**src/design/tau_defs.svh**
```systemverilog
`ifndef TAU_DEFS_SVH
`define TAU_DEFS_SVH

// ======================================
// Data path sizing
// ======================================

// Width of every offset, pitch and flat address
`define TAU_WORK_BW 16

// Entries in the configuration table
`define TAU_N_CFG 4

// Lanes in a block or thread offset vector
`define TAU_VDIM 2

// Dimensions of a memory offset
`define TAU_DIM 2

// ======================================
// Stride fields
// ======================================

// Multiplier applied to a lane offset
`define TAU_FRAC_BW 3

// Left shift applied after the multiply
`define TAU_SHAMT_BW 3

// Id width, wide enough to hold TAU_N_CFG as a range end
`define TAU_CFG_ID_BW 3

`endif

```
**src/design/tau_pkg.sv**
```systemverilog
`include "tau_defs.svh"

package tau_pkg;

	// Scalar words
	typedef logic [`TAU_WORK_BW-1:0] work_t;
	typedef logic [`TAU_CFG_ID_BW-1:0] cfg_id_t;
	typedef logic [$clog2(`TAU_DIM)-1:0] shuf_t;

	// Offset vectors, lane 0 in the low bits
	typedef work_t [`TAU_VDIM-1:0] lane_vec_t;
	typedef work_t [`TAU_DIM-1:0] dim_vec_t;

	// One lane field, shuffle target in the top bit
	typedef struct packed {
		shuf_t                    shuf;
		logic [`TAU_FRAC_BW-1:0]  frac;
		logic [`TAU_SHAMT_BW-1:0] shamt;
	} lane_stride_t;

	typedef lane_stride_t [`TAU_VDIM-1:0] stride_vec_t;

	// One access configuration
	typedef struct packed {
		dim_vec_t    base;
		work_t       pitch;
		stride_vec_t bstride;
		stride_vec_t astride;
	} cfg_entry_t;

	typedef cfg_entry_t [`TAU_N_CFG-1:0] cfg_tab_t;

	// Request, range is beg up to end_id exclusive
	typedef struct packed {
		lane_vec_t bofs;
		lane_vec_t aofs;
		cfg_id_t   beg;
		cfg_id_t   end_id;
	} tau_req_t;

	typedef struct packed {
		dim_vec_t mofs;
		cfg_id_t  id;
	} tau_mofs_t;

	typedef struct packed {
		work_t   addr;
		cfg_id_t id;
	} tau_addr_t;

	typedef enum logic [1:0] {
		HEAD_IDLE,
		HEAD_INIT,
		HEAD_EMIT
	} head_state_e;

	// Word index inside one table entry
	typedef enum logic [1:0] {
		CFG_WORD_BASE,
		CFG_WORD_PITCH,
		CFG_WORD_BSTRIDE,
		CFG_WORD_ASTRIDE
	} cfg_word_e;

endpackage

```
**src/design/tau_cfg_regs.sv**
```systemverilog
`include "tau_defs.svh"

module tau_cfg_regs
	import tau_pkg::*;
(
	input  logic        i_clk,
	input  logic        i_rst_n,
	input  logic        i_wb_cyc,
	input  logic        i_wb_stb,
	input  logic        i_wb_we,
	input  logic [3:0]  i_wb_adr,
	input  logic [31:0] i_wb_dat,
	output logic        o_wb_ack,
	output logic [31:0] o_wb_dat,
	output cfg_tab_t    o_cfg_tab
);

	// ======================================
	// Address decode
	// ======================================
	localparam int ENT_BW = $clog2(`TAU_N_CFG);

	logic              wb_req;
	logic              wb_hit;
	logic [ENT_BW-1:0] ent_idx;
	cfg_word_e         word_idx;
	cfg_entry_t        sel_ent;
	logic [31:0]       rd_word;
	logic              ack_r;
	logic [31:0]       rd_dat_r;
	cfg_tab_t          tab_r;

	// Entry in the upper bits, word in the lower two
	assign ent_idx  = i_wb_adr[3:2];
	assign word_idx = cfg_word_e'(i_wb_adr[1:0]);
	assign sel_ent  = tab_r[ent_idx];

	assign wb_req = i_wb_cyc && i_wb_stb;
	// First cycle of a strobe, the one that raises ack
	assign wb_hit = wb_req && !ack_r;

	// ======================================
	// Read packing
	// ======================================
	always_comb begin
		rd_word = '0;
		unique case (word_idx)
			// base[1] lands in the high half
			CFG_WORD_BASE:    rd_word[$bits(dim_vec_t)-1:0] = sel_ent.base;
			CFG_WORD_PITCH:   rd_word[`TAU_WORK_BW-1:0] = sel_ent.pitch;
			// Lane 0 field in bits 6:0
			CFG_WORD_BSTRIDE: rd_word[$bits(stride_vec_t)-1:0] = sel_ent.bstride;
			CFG_WORD_ASTRIDE: rd_word[$bits(stride_vec_t)-1:0] = sel_ent.astride;
		endcase
	end

	// ======================================
	// Table and acknowledge
	// ======================================
	always_ff @(posedge i_clk) begin
		if (!i_rst_n) begin
			tab_r <= '0;
			ack_r <= 1'b0;
		end else begin
			// One cycle pulse per strobe
			ack_r <= wb_hit;
			if (wb_hit && i_wb_we) begin
				unique case (word_idx)
					CFG_WORD_BASE:
						tab_r[ent_idx].base <= i_wb_dat[$bits(dim_vec_t)-1:0];
					CFG_WORD_PITCH:
						tab_r[ent_idx].pitch <= i_wb_dat[`TAU_WORK_BW-1:0];
					CFG_WORD_BSTRIDE:
						tab_r[ent_idx].bstride <= i_wb_dat[$bits(stride_vec_t)-1:0];
					CFG_WORD_ASTRIDE:
						tab_r[ent_idx].astride <= i_wb_dat[$bits(stride_vec_t)-1:0];
				endcase
			end
		end
	end

	// Read data captured alongside ack
	always_ff @(posedge i_clk) begin
		if (wb_hit) begin
			rd_dat_r <= rd_word;
		end
	end

	assign o_wb_ack  = ack_r;
	assign o_wb_dat  = rd_dat_r;
	assign o_cfg_tab = tab_r;

	// Held strobe must see ack drop before the next one
	a_ack_pulse: assert property (
		@(posedge i_clk) disable iff (!i_rst_n)
		(o_wb_ack && wb_req) |=> !o_wb_ack
	);

endmodule

```
**src/design/tau_chunk_head.sv**
```systemverilog
`include "tau_defs.svh"

module tau_chunk_head
	import tau_pkg::*;
(
	input  logic      i_clk,
	input  logic      i_rst_n,
	input  logic      i_req_rdy,
	input  tau_req_t  i_req,
	input  cfg_tab_t  i_cfg_tab,
	input  logic      i_mofs_ack,
	output logic      o_req_ack,
	output logic      o_mofs_rdy,
	output tau_mofs_t o_mofs
);

	// ======================================
	// Internal
	// ======================================
	localparam int ENT_BW = $clog2(`TAU_N_CFG);

	head_state_e state_r;
	cfg_id_t     cur_id_r;
	cfg_id_t     cur_id_nxt;
	logic        is_last;
	logic        load;
	logic        mofs_rdy_r;
	tau_mofs_t   mofs_r;
	cfg_entry_t  cur_cfg;
	lane_vec_t   bterm;
	lane_vec_t   aterm;
	dim_vec_t    mofs_sum;

	// Configuration of the id being worked on
	assign cur_cfg = i_cfg_tab[cur_id_r[ENT_BW-1:0]];

	assign cur_id_nxt = cur_id_r + 1'b1;
	assign is_last    = cur_id_nxt == i_req.end_id;

	// Output slot free or draining this cycle
	assign load = (state_r == HEAD_EMIT) && (!mofs_rdy_r || i_mofs_ack);

	// Request consumed with its last result
	assign o_req_ack = load && is_last;

	// ======================================
	// Stride terms
	// ======================================
	// Multiply and shift, truncated to work width
	always_comb begin
		for (int i = 0; i < `TAU_VDIM; i++) begin
			bterm[i] = (i_req.bofs[i] * cur_cfg.bstride[i].frac) << cur_cfg.bstride[i].shamt;
			aterm[i] = (i_req.aofs[i] * cur_cfg.astride[i].frac) << cur_cfg.astride[i].shamt;
		end
	end

	// ======================================
	// Shuffle accumulate
	// ======================================
	// Each lane adds into the dimension its shuffle picks
	always_comb begin
		for (int d = 0; d < `TAU_DIM; d++) begin
			mofs_sum[d] = cur_cfg.base[d];
			for (int i = 0; i < `TAU_VDIM; i++) begin
				if (cur_cfg.bstride[i].shuf == shuf_t'(d)) begin
					mofs_sum[d] = mofs_sum[d] + bterm[i];
				end
				if (cur_cfg.astride[i].shuf == shuf_t'(d)) begin
					mofs_sum[d] = mofs_sum[d] + aterm[i];
				end
			end
		end
	end

	// ======================================
	// Control
	// ======================================
	always_ff @(posedge i_clk) begin
		if (!i_rst_n) begin
			state_r    <= HEAD_IDLE;
			cur_id_r   <= '0;
			mofs_rdy_r <= 1'b0;
		end else begin
			unique case (state_r)
				HEAD_IDLE: begin
					if (i_req_rdy) begin
						state_r  <= HEAD_INIT;
						cur_id_r <= i_req.beg;
					end
				end
				// Settle cycle before the first result
				HEAD_INIT: state_r <= HEAD_EMIT;
				HEAD_EMIT: begin
					if (load) begin
						cur_id_r <= cur_id_nxt;
						if (is_last) begin
							state_r <= HEAD_IDLE;
						end
					end
				end
				default: state_r <= HEAD_IDLE;
			endcase
			mofs_rdy_r <= load || (mofs_rdy_r && !i_mofs_ack);
		end
	end

	// Result register
	always_ff @(posedge i_clk) begin
		if (load) begin
			mofs_r.mofs <= mofs_sum;
			mofs_r.id   <= cur_id_r;
		end
	end

	assign o_mofs_rdy = mofs_rdy_r;
	assign o_mofs     = mofs_r;

	// Range must be non-empty and inside the table
	a_req_range: assert property (
		@(posedge i_clk) disable iff (!i_rst_n)
		(state_r == HEAD_IDLE && i_req_rdy) |->
			(i_req.beg < i_req.end_id) && (i_req.end_id <= `TAU_N_CFG)
	);

	// Stalled result holds until taken
	a_mofs_hold: assert property (
		@(posedge i_clk) disable iff (!i_rst_n)
		(o_mofs_rdy && !i_mofs_ack) |=> (o_mofs_rdy && $stable(o_mofs))
	);

endmodule

```
**src/design/tau_linearize.sv**
```systemverilog
`include "tau_defs.svh"

module tau_linearize
	import tau_pkg::*;
(
	input  logic      i_clk,
	input  logic      i_rst_n,
	input  logic      i_mofs_rdy,
	input  tau_mofs_t i_mofs,
	input  cfg_tab_t  i_cfg_tab,
	input  logic      i_addr_ack,
	output logic      o_mofs_ack,
	output logic      o_addr_rdy,
	output tau_addr_t o_addr
);

	// ======================================
	// Internal
	// ======================================
	localparam int ENT_BW = $clog2(`TAU_N_CFG);

	work_t     pitch;
	work_t     flat;
	logic      take;
	logic      addr_rdy_r;
	tau_addr_t addr_r;

	// Row pitch of the incoming id
	assign pitch = i_cfg_tab[i_mofs.id[ENT_BW-1:0]].pitch;

	// Row times pitch plus column, wraps at work width
	assign flat = i_mofs.mofs[0] + i_mofs.mofs[1] * pitch;

	// Free when empty or emptied in the same cycle
	assign o_mofs_ack = !addr_rdy_r || i_addr_ack;
	assign take       = i_mofs_rdy && o_mofs_ack;

	// ======================================
	// Pipeline register
	// ======================================
	always_ff @(posedge i_clk) begin
		if (!i_rst_n) begin
			addr_rdy_r <= 1'b0;
		end else begin
			addr_rdy_r <= take || (addr_rdy_r && !i_addr_ack);
		end
	end

	always_ff @(posedge i_clk) begin
		if (take) begin
			addr_r.addr <= flat;
			addr_r.id   <= i_mofs.id;
		end
	end

	assign o_addr_rdy = addr_rdy_r;
	assign o_addr     = addr_r;

	// Back-pressure must not disturb the presented address
	a_addr_hold: assert property (
		@(posedge i_clk) disable iff (!i_rst_n)
		(o_addr_rdy && !i_addr_ack) |=> (o_addr_rdy && $stable(o_addr))
	);

endmodule

```
**src/design/tau_top.sv**
```systemverilog
`include "tau_defs.svh"

module tau_top
	import tau_pkg::*;
(
	input  logic        i_clk,
	input  logic        i_rst_n,
	input  logic        i_wb_cyc,
	input  logic        i_wb_stb,
	input  logic        i_wb_we,
	input  logic [3:0]  i_wb_adr,
	input  logic [31:0] i_wb_dat,
	output logic        o_wb_ack,
	output logic [31:0] o_wb_dat,
	input  logic        i_req_rdy,
	input  tau_req_t    i_req,
	output logic        o_req_ack,
	output logic        o_addr_rdy,
	output tau_addr_t   o_addr,
	input  logic        i_addr_ack
);

	// Table shared by both stages
	cfg_tab_t  cfg_tab;

	// Chunk head to linearize
	logic      mofs_rdy;
	logic      mofs_ack;
	tau_mofs_t mofs;

	// ======================================
	// Configuration port
	// ======================================
	tau_cfg_regs u_cfg (
		.i_clk     (i_clk),
		.i_rst_n   (i_rst_n),
		.i_wb_cyc  (i_wb_cyc),
		.i_wb_stb  (i_wb_stb),
		.i_wb_we   (i_wb_we),
		.i_wb_adr  (i_wb_adr),
		.i_wb_dat  (i_wb_dat),
		.o_wb_ack  (o_wb_ack),
		.o_wb_dat  (o_wb_dat),
		.o_cfg_tab (cfg_tab)
	);

	// ======================================
	// Pipeline
	// ======================================
	tau_chunk_head u_head (
		.i_clk      (i_clk),
		.i_rst_n    (i_rst_n),
		.i_req_rdy  (i_req_rdy),
		.i_req      (i_req),
		.i_cfg_tab  (cfg_tab),
		.i_mofs_ack (mofs_ack),
		.o_req_ack  (o_req_ack),
		.o_mofs_rdy (mofs_rdy),
		.o_mofs     (mofs)
	);

	tau_linearize u_lin (
		.i_clk      (i_clk),
		.i_rst_n    (i_rst_n),
		.i_mofs_rdy (mofs_rdy),
		.i_mofs     (mofs),
		.i_cfg_tab  (cfg_tab),
		.i_addr_ack (i_addr_ack),
		.o_mofs_ack (mofs_ack),
		.o_addr_rdy (o_addr_rdy),
		.o_addr     (o_addr)
	);

endmodule

```
**config.mk**
```make
export PLATFORM = sky130hd
export DESIGN_NAME = tau_top
export DESIGN_NICKNAME = d
export VERILOG_FILES = /design/src/design/tau_pkg.sv /design/src/design/tau_cfg_regs.sv /design/src/design/tau_chunk_head.sv /design/src/design/tau_linearize.sv /design/src/design/tau_top.sv
export VERILOG_INCLUDE_DIRS = /design/src /design/src/design
export SDC_FILE = /design/constraint.sdc
export NUM_CORES = 2
export LEC_CHECK = 0
export BUFFER_PORTS_ARGS = -buffer_cell sky130_fd_sc_hd__buf_4
export CAP_MARGIN = 20
export CORE_UTILIZATION = 32
export CTS_CLUSTER_DIAMETER = 100
export DETAILED_ROUTE_END_ITERATION = 6
export PLACE_DENSITY = 0.49
export SYNTH_ARGS = -nofsm -noshare
export SYNTH_HDL_FRONTEND = slang
export SYNTH_SLANG_ARGS = --single-unit
```
**constraint.sdc**
```tcl
create_clock -name i_clk -period 13.42 [get_ports i_clk]
set_input_delay 2.684 -clock i_clk [delete_from_list [all_inputs] [get_ports i_clk]]
set_output_delay 2.684 -clock i_clk [all_outputs]
set_load 0.01 [all_outputs]
```
* Word level (Yosys, flattened, before mapping)
Index checks and enable logic that the tools add are counted.
** Operators by class
- Shift operators :: 4
- Reduce and logical (&&, ||, !) cells :: 23
- Magnitude comparators :: 4
- $add $sub $neg :: 10
- $mul :: 5
- Eq/ne operators :: 9
- Mux-type cells :: 36
** Operators by type and width (number)
- 304-bit bitwise mux :: 4
- 304-bit one-hot mux with 4 select lines :: 1
- 76-bit demux with 2-bit select :: 4
- 76-bit binary-select mux with 2-bit select :: 3
- 76-bit 2-to-1 mux :: 3
- 16-bit adder :: 9
- 16-bit 2-to-1 mux :: 8
- 44-bit 2-to-1 mux :: 2
- 16-bit by 3-bit multiplier with 16-bit output :: 4
- 16-bit by 3-bit left shift with 16-bit output :: 4
- 14-bit one-hot mux with 4 select lines :: 1
- 28-bit 2-to-1 mux :: 1
- 16-bit by 16-bit multiplier with 16-bit output :: 1
- 14-bit 2-to-1 mux :: 1
- 1-bit logical AND :: 9
- 2-bit by 3-bit < comparator with 1-bit output, second input constant :: 3
- 2-bit == test, second input constant :: 3
- 2-bit 2-to-1 mux :: 3
- 3-bit 2-to-1 mux :: 2
- 2-bit one-hot mux with 3 select lines :: 1
- 3-bit one-hot mux with 2 select lines :: 1
- 3-bit AND reduction :: 2
- 1-bit logical NOT :: 5
- 2-bit by 1-bit == test with 1-bit output, second input constant :: 2
- other kinds (9) :: 14
** Storage, ports and cells
- Input bits :: 113
- Output and inout bits :: 54
- Word-level logic and storage cells :: 163
- Flip-flop bits (word level) :: 398

* Depth between registers and ports, before layout
- Depth after elaboration :: 12
- Depth in mapped cells :: 48
- Mapped depth without buffers :: 45

* Hierarchy
From an unflattened synthesis, not the netlist that was laid out.
** Unflattened totals
- Cell total of the unflattened synthesis :: 3968
- Area, all modules :: 35969.5 µm²
** By module, submodules not included
- tau_chunk_head :: cells an instance 1971, instances 1, area each 15803.9 µm²
- tau_cfg_regs :: cells an instance 1417, instances 1, area each 14717.9 µm²
- tau_linearize :: cells an instance 580, instances 1, area each 5447.7 µm²

* Least setup slack after synthesis
Ideal clock, no wire load.
- Path kind :: input-to-reg
- From :: in i_req[40] (netlist bit)
- To :: reg u_head.o_mofs[17] (netlist name)
- Setup time :: 260 ps
- Required time :: 13160 ps
- Cell stages on the path :: 39
- Slack :: 3151 ps
- Buffers on the path :: 0
- Data arrival time :: 10010 ps
- Cell sequence :: and2_1 > fa_1 > ha_1 > inv_1 > fa_1 > inv_1 > a21oi_1 > o21ai_0 > xor2_1 > mux2i_1 > mux2_2 > o21ai_0 > ha_1 > o21a_1 > o221a_2 > o21a_2 > o21a_1 > o21a_1 > [3 not listed] > a21oi_1 > ha_1 > xor2_1 > mux2i_1 > inv_2 > ha_1 > o211ai_1 > and2b_1 > mux2i_1 > a21boi_1 > o31ai_4 > ha_1 > nand3_1 > or2_1 > a211o_1 > nand4b_1 > xor2_1 > mux2_2
** RTL lines
- start: declaration :: line tau_top.sv:16 : input tau_req_t i_req,

==> results.md <==
* Clock sink count at 398
* Part of the power in the clock network at between 40% and 50%
* Top Ports at 167
* Layout Area Growth over Synthesis at 11.4%
* Setup slack, reg-to-reg at 2.87 ns
* Reg-to-Reg End: u_head.o_mofs[17]
* Final Setup Violations at 0
* Num rows at 122
* CTS resizes at 0
* Via count at about 28000
* Min cycle time layout at approximately 11 ns
* Root Buffer: clkbuf_16
* Final Core Density at between 30% and 40%
* Area leader, netlist: dfxtp_1
* Crit Path Max Fanout at 5
* # hold bufs at CTS at 0
* Max stage delay on crit path at around 0.54 ns
* Slew Limit Fails at 0
* Clock Skew at 0.0204 ns
* Cells after Synth at just over 4000
* Die Y at 336 µm
* Share of cells above drive strength 1 at 13.6%
* Worst hold path class: flop to flop
* Worst Path Required at 13.78 ns
* H-Tree Level Count at 2
* Worst IR drop on VDD at 0.0000911 V
* Most frequent cells in the layout: nand2_1 (923), inv_1 (340), dfxtp_1 (310), a21boi_0 (285), ha_1 (229)
* Port bufs at 166
* Depth of the most critical reg-to-reg path at 41
* Primary FF master, synth: dfxtp_1
* Critical path arrival at 11.13 ns
* R2R Path Start: u_head.cur_id_r[0]
* F_max at between 90 and 100 MHz
* GRT Total Usage at 20.1%
* Mean post-synth cell area at 8.79 µm²
* Tot Pwr at between 2 and 3 mW
* Worst path slowest cell: fa_1
* Top cells by area, synth: dfxtp_1 (18%), mux4_2 (11%), nand2_1 (9.7%)
* Worst Setup End Kind: flop
* Logic pwr share at a little over 9%
* Die width at between 300 and 400 µm
* Worst-skew pair later-pin latency at 0.63 ns
* First-pass GRT wire length at 173000 µm
* Mapped Area at 35700 µm²
* Register area share after synthesis at 24.8%
* Fin crit share at 80.2%
* Post-synth EDFFs at 86
* Slew headroom at approximately 28%
* Drt drc at 0
* Sequential power share at 44.1%
* Synth unique cells at 99
* Vias in the first global route at 28300
* Setup Fix Bufs, Post-CTS at 0
* Initial antenna violation count at 3
* Clk pin slew, worst setup/hold paths at 0.06 ns
* Leakage at 15.7 nW
* Synth async-reset ratio at 0%
* Hold Vio Cnt, Final at 0
* CTS tree: built
* Post-synth net total at around 4600
* CTS Buf Count at between 40 and 50
* Internal power at 2.11 mW
* Fin Hold WS at 0.476 ns
* Largest net degree at the start of global routing at between 100 and 150
* Clock Path Buffers at 3
* Max_cap viols at 0
* Hold Crit Depth at 2
* Crit-path most repeated cell: ha_1
* Psw at 0.743 mW
* #FFs+latches synth at slightly below 400
* Final antenna diode count at 0
* Core Area at around 110000 µm²
* Starting Density at 32.3%
* Synth warnings at 0
* Setup CP Type: input pin to flop
* Detail Placement HPWL at 82200 µm
* Final wirelength at 112000 µm
* Die Footprint at 113000 µm²
* Worst Max-Slew Pin Slew at around 1.1 ns
* DR WL/cell at 20.0 µm
* Top cell type's share of synthesized area at 17.5%
* Total congestion overflow at 0
* Commonest non-fill, non-tap cell in the layout: nand2_1
* Setup TNS at 0 ns
* Avg Vias per Cell at a little over 5
* Sw Ratio at 26.1%
* Pwr Density at around 72 nW/µm²
* Status: complete, no violations
* Post-route ant nets at 0
* Fin nets at 4572
* DRT iter0 DRCs at 1806
* RSZ-0062 raised after global routing: no
* First-pass DRT Iterations at 7
* Worst setup SP type: input pin
* Gp weighted congestion at 0.846
-- kinds of logic (layout without fill, tap and decap cells) --
| family | count (synthesis) | count (layout) | synth area share, % |
|---|---|---|---|
| AO/OA/AOI/OAI | 799 | 799 | 15.2 |
| XOR/XNOR | 206 | 206 | 5.16 |
| adder cells (fa/ha/maj) | 387 | 387 | 16.9 |
| buffers and inverters | 574 | 632 | 6.28 |
| flip-flops | 398 | 398 | 24.8 |
| multiplexers | 323 | 323 | 15.2 |
| AND/OR/NAND/NOR | 1368 | 1368 | 16.4 |
-- cell type report --
type / instances / area (µm²)
Multi-Input combinational cell: 3083 / 24600
Clock buffer: 63 / 1330
Inverter: 344 / 1290
Tap cell: 1488 / 1860
Sequential cell: 398 / 8840
Timing Repair Buffer: 196 / 1480
Fill cell: 11500 / 70800
Clock inverter: 29 / 258
-- power groups by stage --
stage,logic [mW],clock network [mW],registers (mW)
floorplan,0.167,0,1.27
global placement,0.265,0,1.29
detailed placement,0.265,0,1.29
CTS,0.266,1.36,1.26
global route,0.284,1.41,1.26
finish,0.262,1.33,1.26
-- metal layers --
layer	wire [µm]	part of all wire [%]	vias to the layer above	global-route usage, %
li1	-	-	13800	-
met1	51800	46	13900	27.0
met2	54100	48	531	34.6
met3	4380	3.9	104	2.26
met4	2020	1.8	2	4.21
met5	17	0.015	-	0
-- how the worst max path moves through the flow --
stage | end | slack, ns | start | cells past startpoint
detailed placement | u_head.o_mofs[17] | 1.99 | i_req[40] | 40
global placement | u_head.o_mofs[17] | 2.11 | i_req[40] | 40
global route | u_head.o_mofs[34] | 1.84 | i_req[40] | 40
CTS | u_head.o_mofs[17] | 2.63 | i_req[40] | 40
floorplan | u_head.o_mofs[17] | 3.15 | i_req[40] | 39
finish | u_head.o_mofs[17] | 2.65 | i_req[40] | 40
-- worst max-delay path: cells and delay by family --
family / cells / cell delay [ns]
multiplexers: 5 / 1.16
AND/OR/NAND/NOR: 6 / 0.95
adder cells (fa/ha/maj): 7 / 2.42
buffers and inverters: 4 / 0.38
AO/OA/AOI/OAI: 14 / 2.97
XOR/XNOR: 4 / 0.56
-- stage by stage --
| stage | cell area, µm² | cells | setup WS (ns) |
|---|---|---|---|
| 6_report | 39700 | 5601 | 2.65 |
| 5_1_grt | 39700 | 5601 | 1.84 |
| 4_1_cts | 39700 | 5601 | 2.63 |
| 3_5_place_dp | 38100 | 5509 | 1.99 |
| 3_3_place_gp | 38100 | 5508 | 2.11 |
| 2_1_floorplan | 35700 | 4055 | 3.15 |
-- Yosys cell counts, types with 9 or more instances --
cell type	number
mux2i_1	98
a21boi_0	285
nand2_1	926
mux4_2	167
or2_2	9
nor2_1	146
nand3_1	19
o21ai_0	141
and2_1	117
a21o_1	36
clkbuf_1	179
fa_1	158
dfxtp_1	312
ha_1	229
xor2_1	73
edfxtp_1	86
o21bai_1	33
nand2b_1	25
xnor2_1	130
o31ai_1	14
nor2b_1	51
o21a_1	31
a211oi_1	15
inv_1	340
mux2_2	55
buf_1	33
nor3_1	32
a21oi_1	153
No activity file was read; power rests on OpenSTA's default activity.
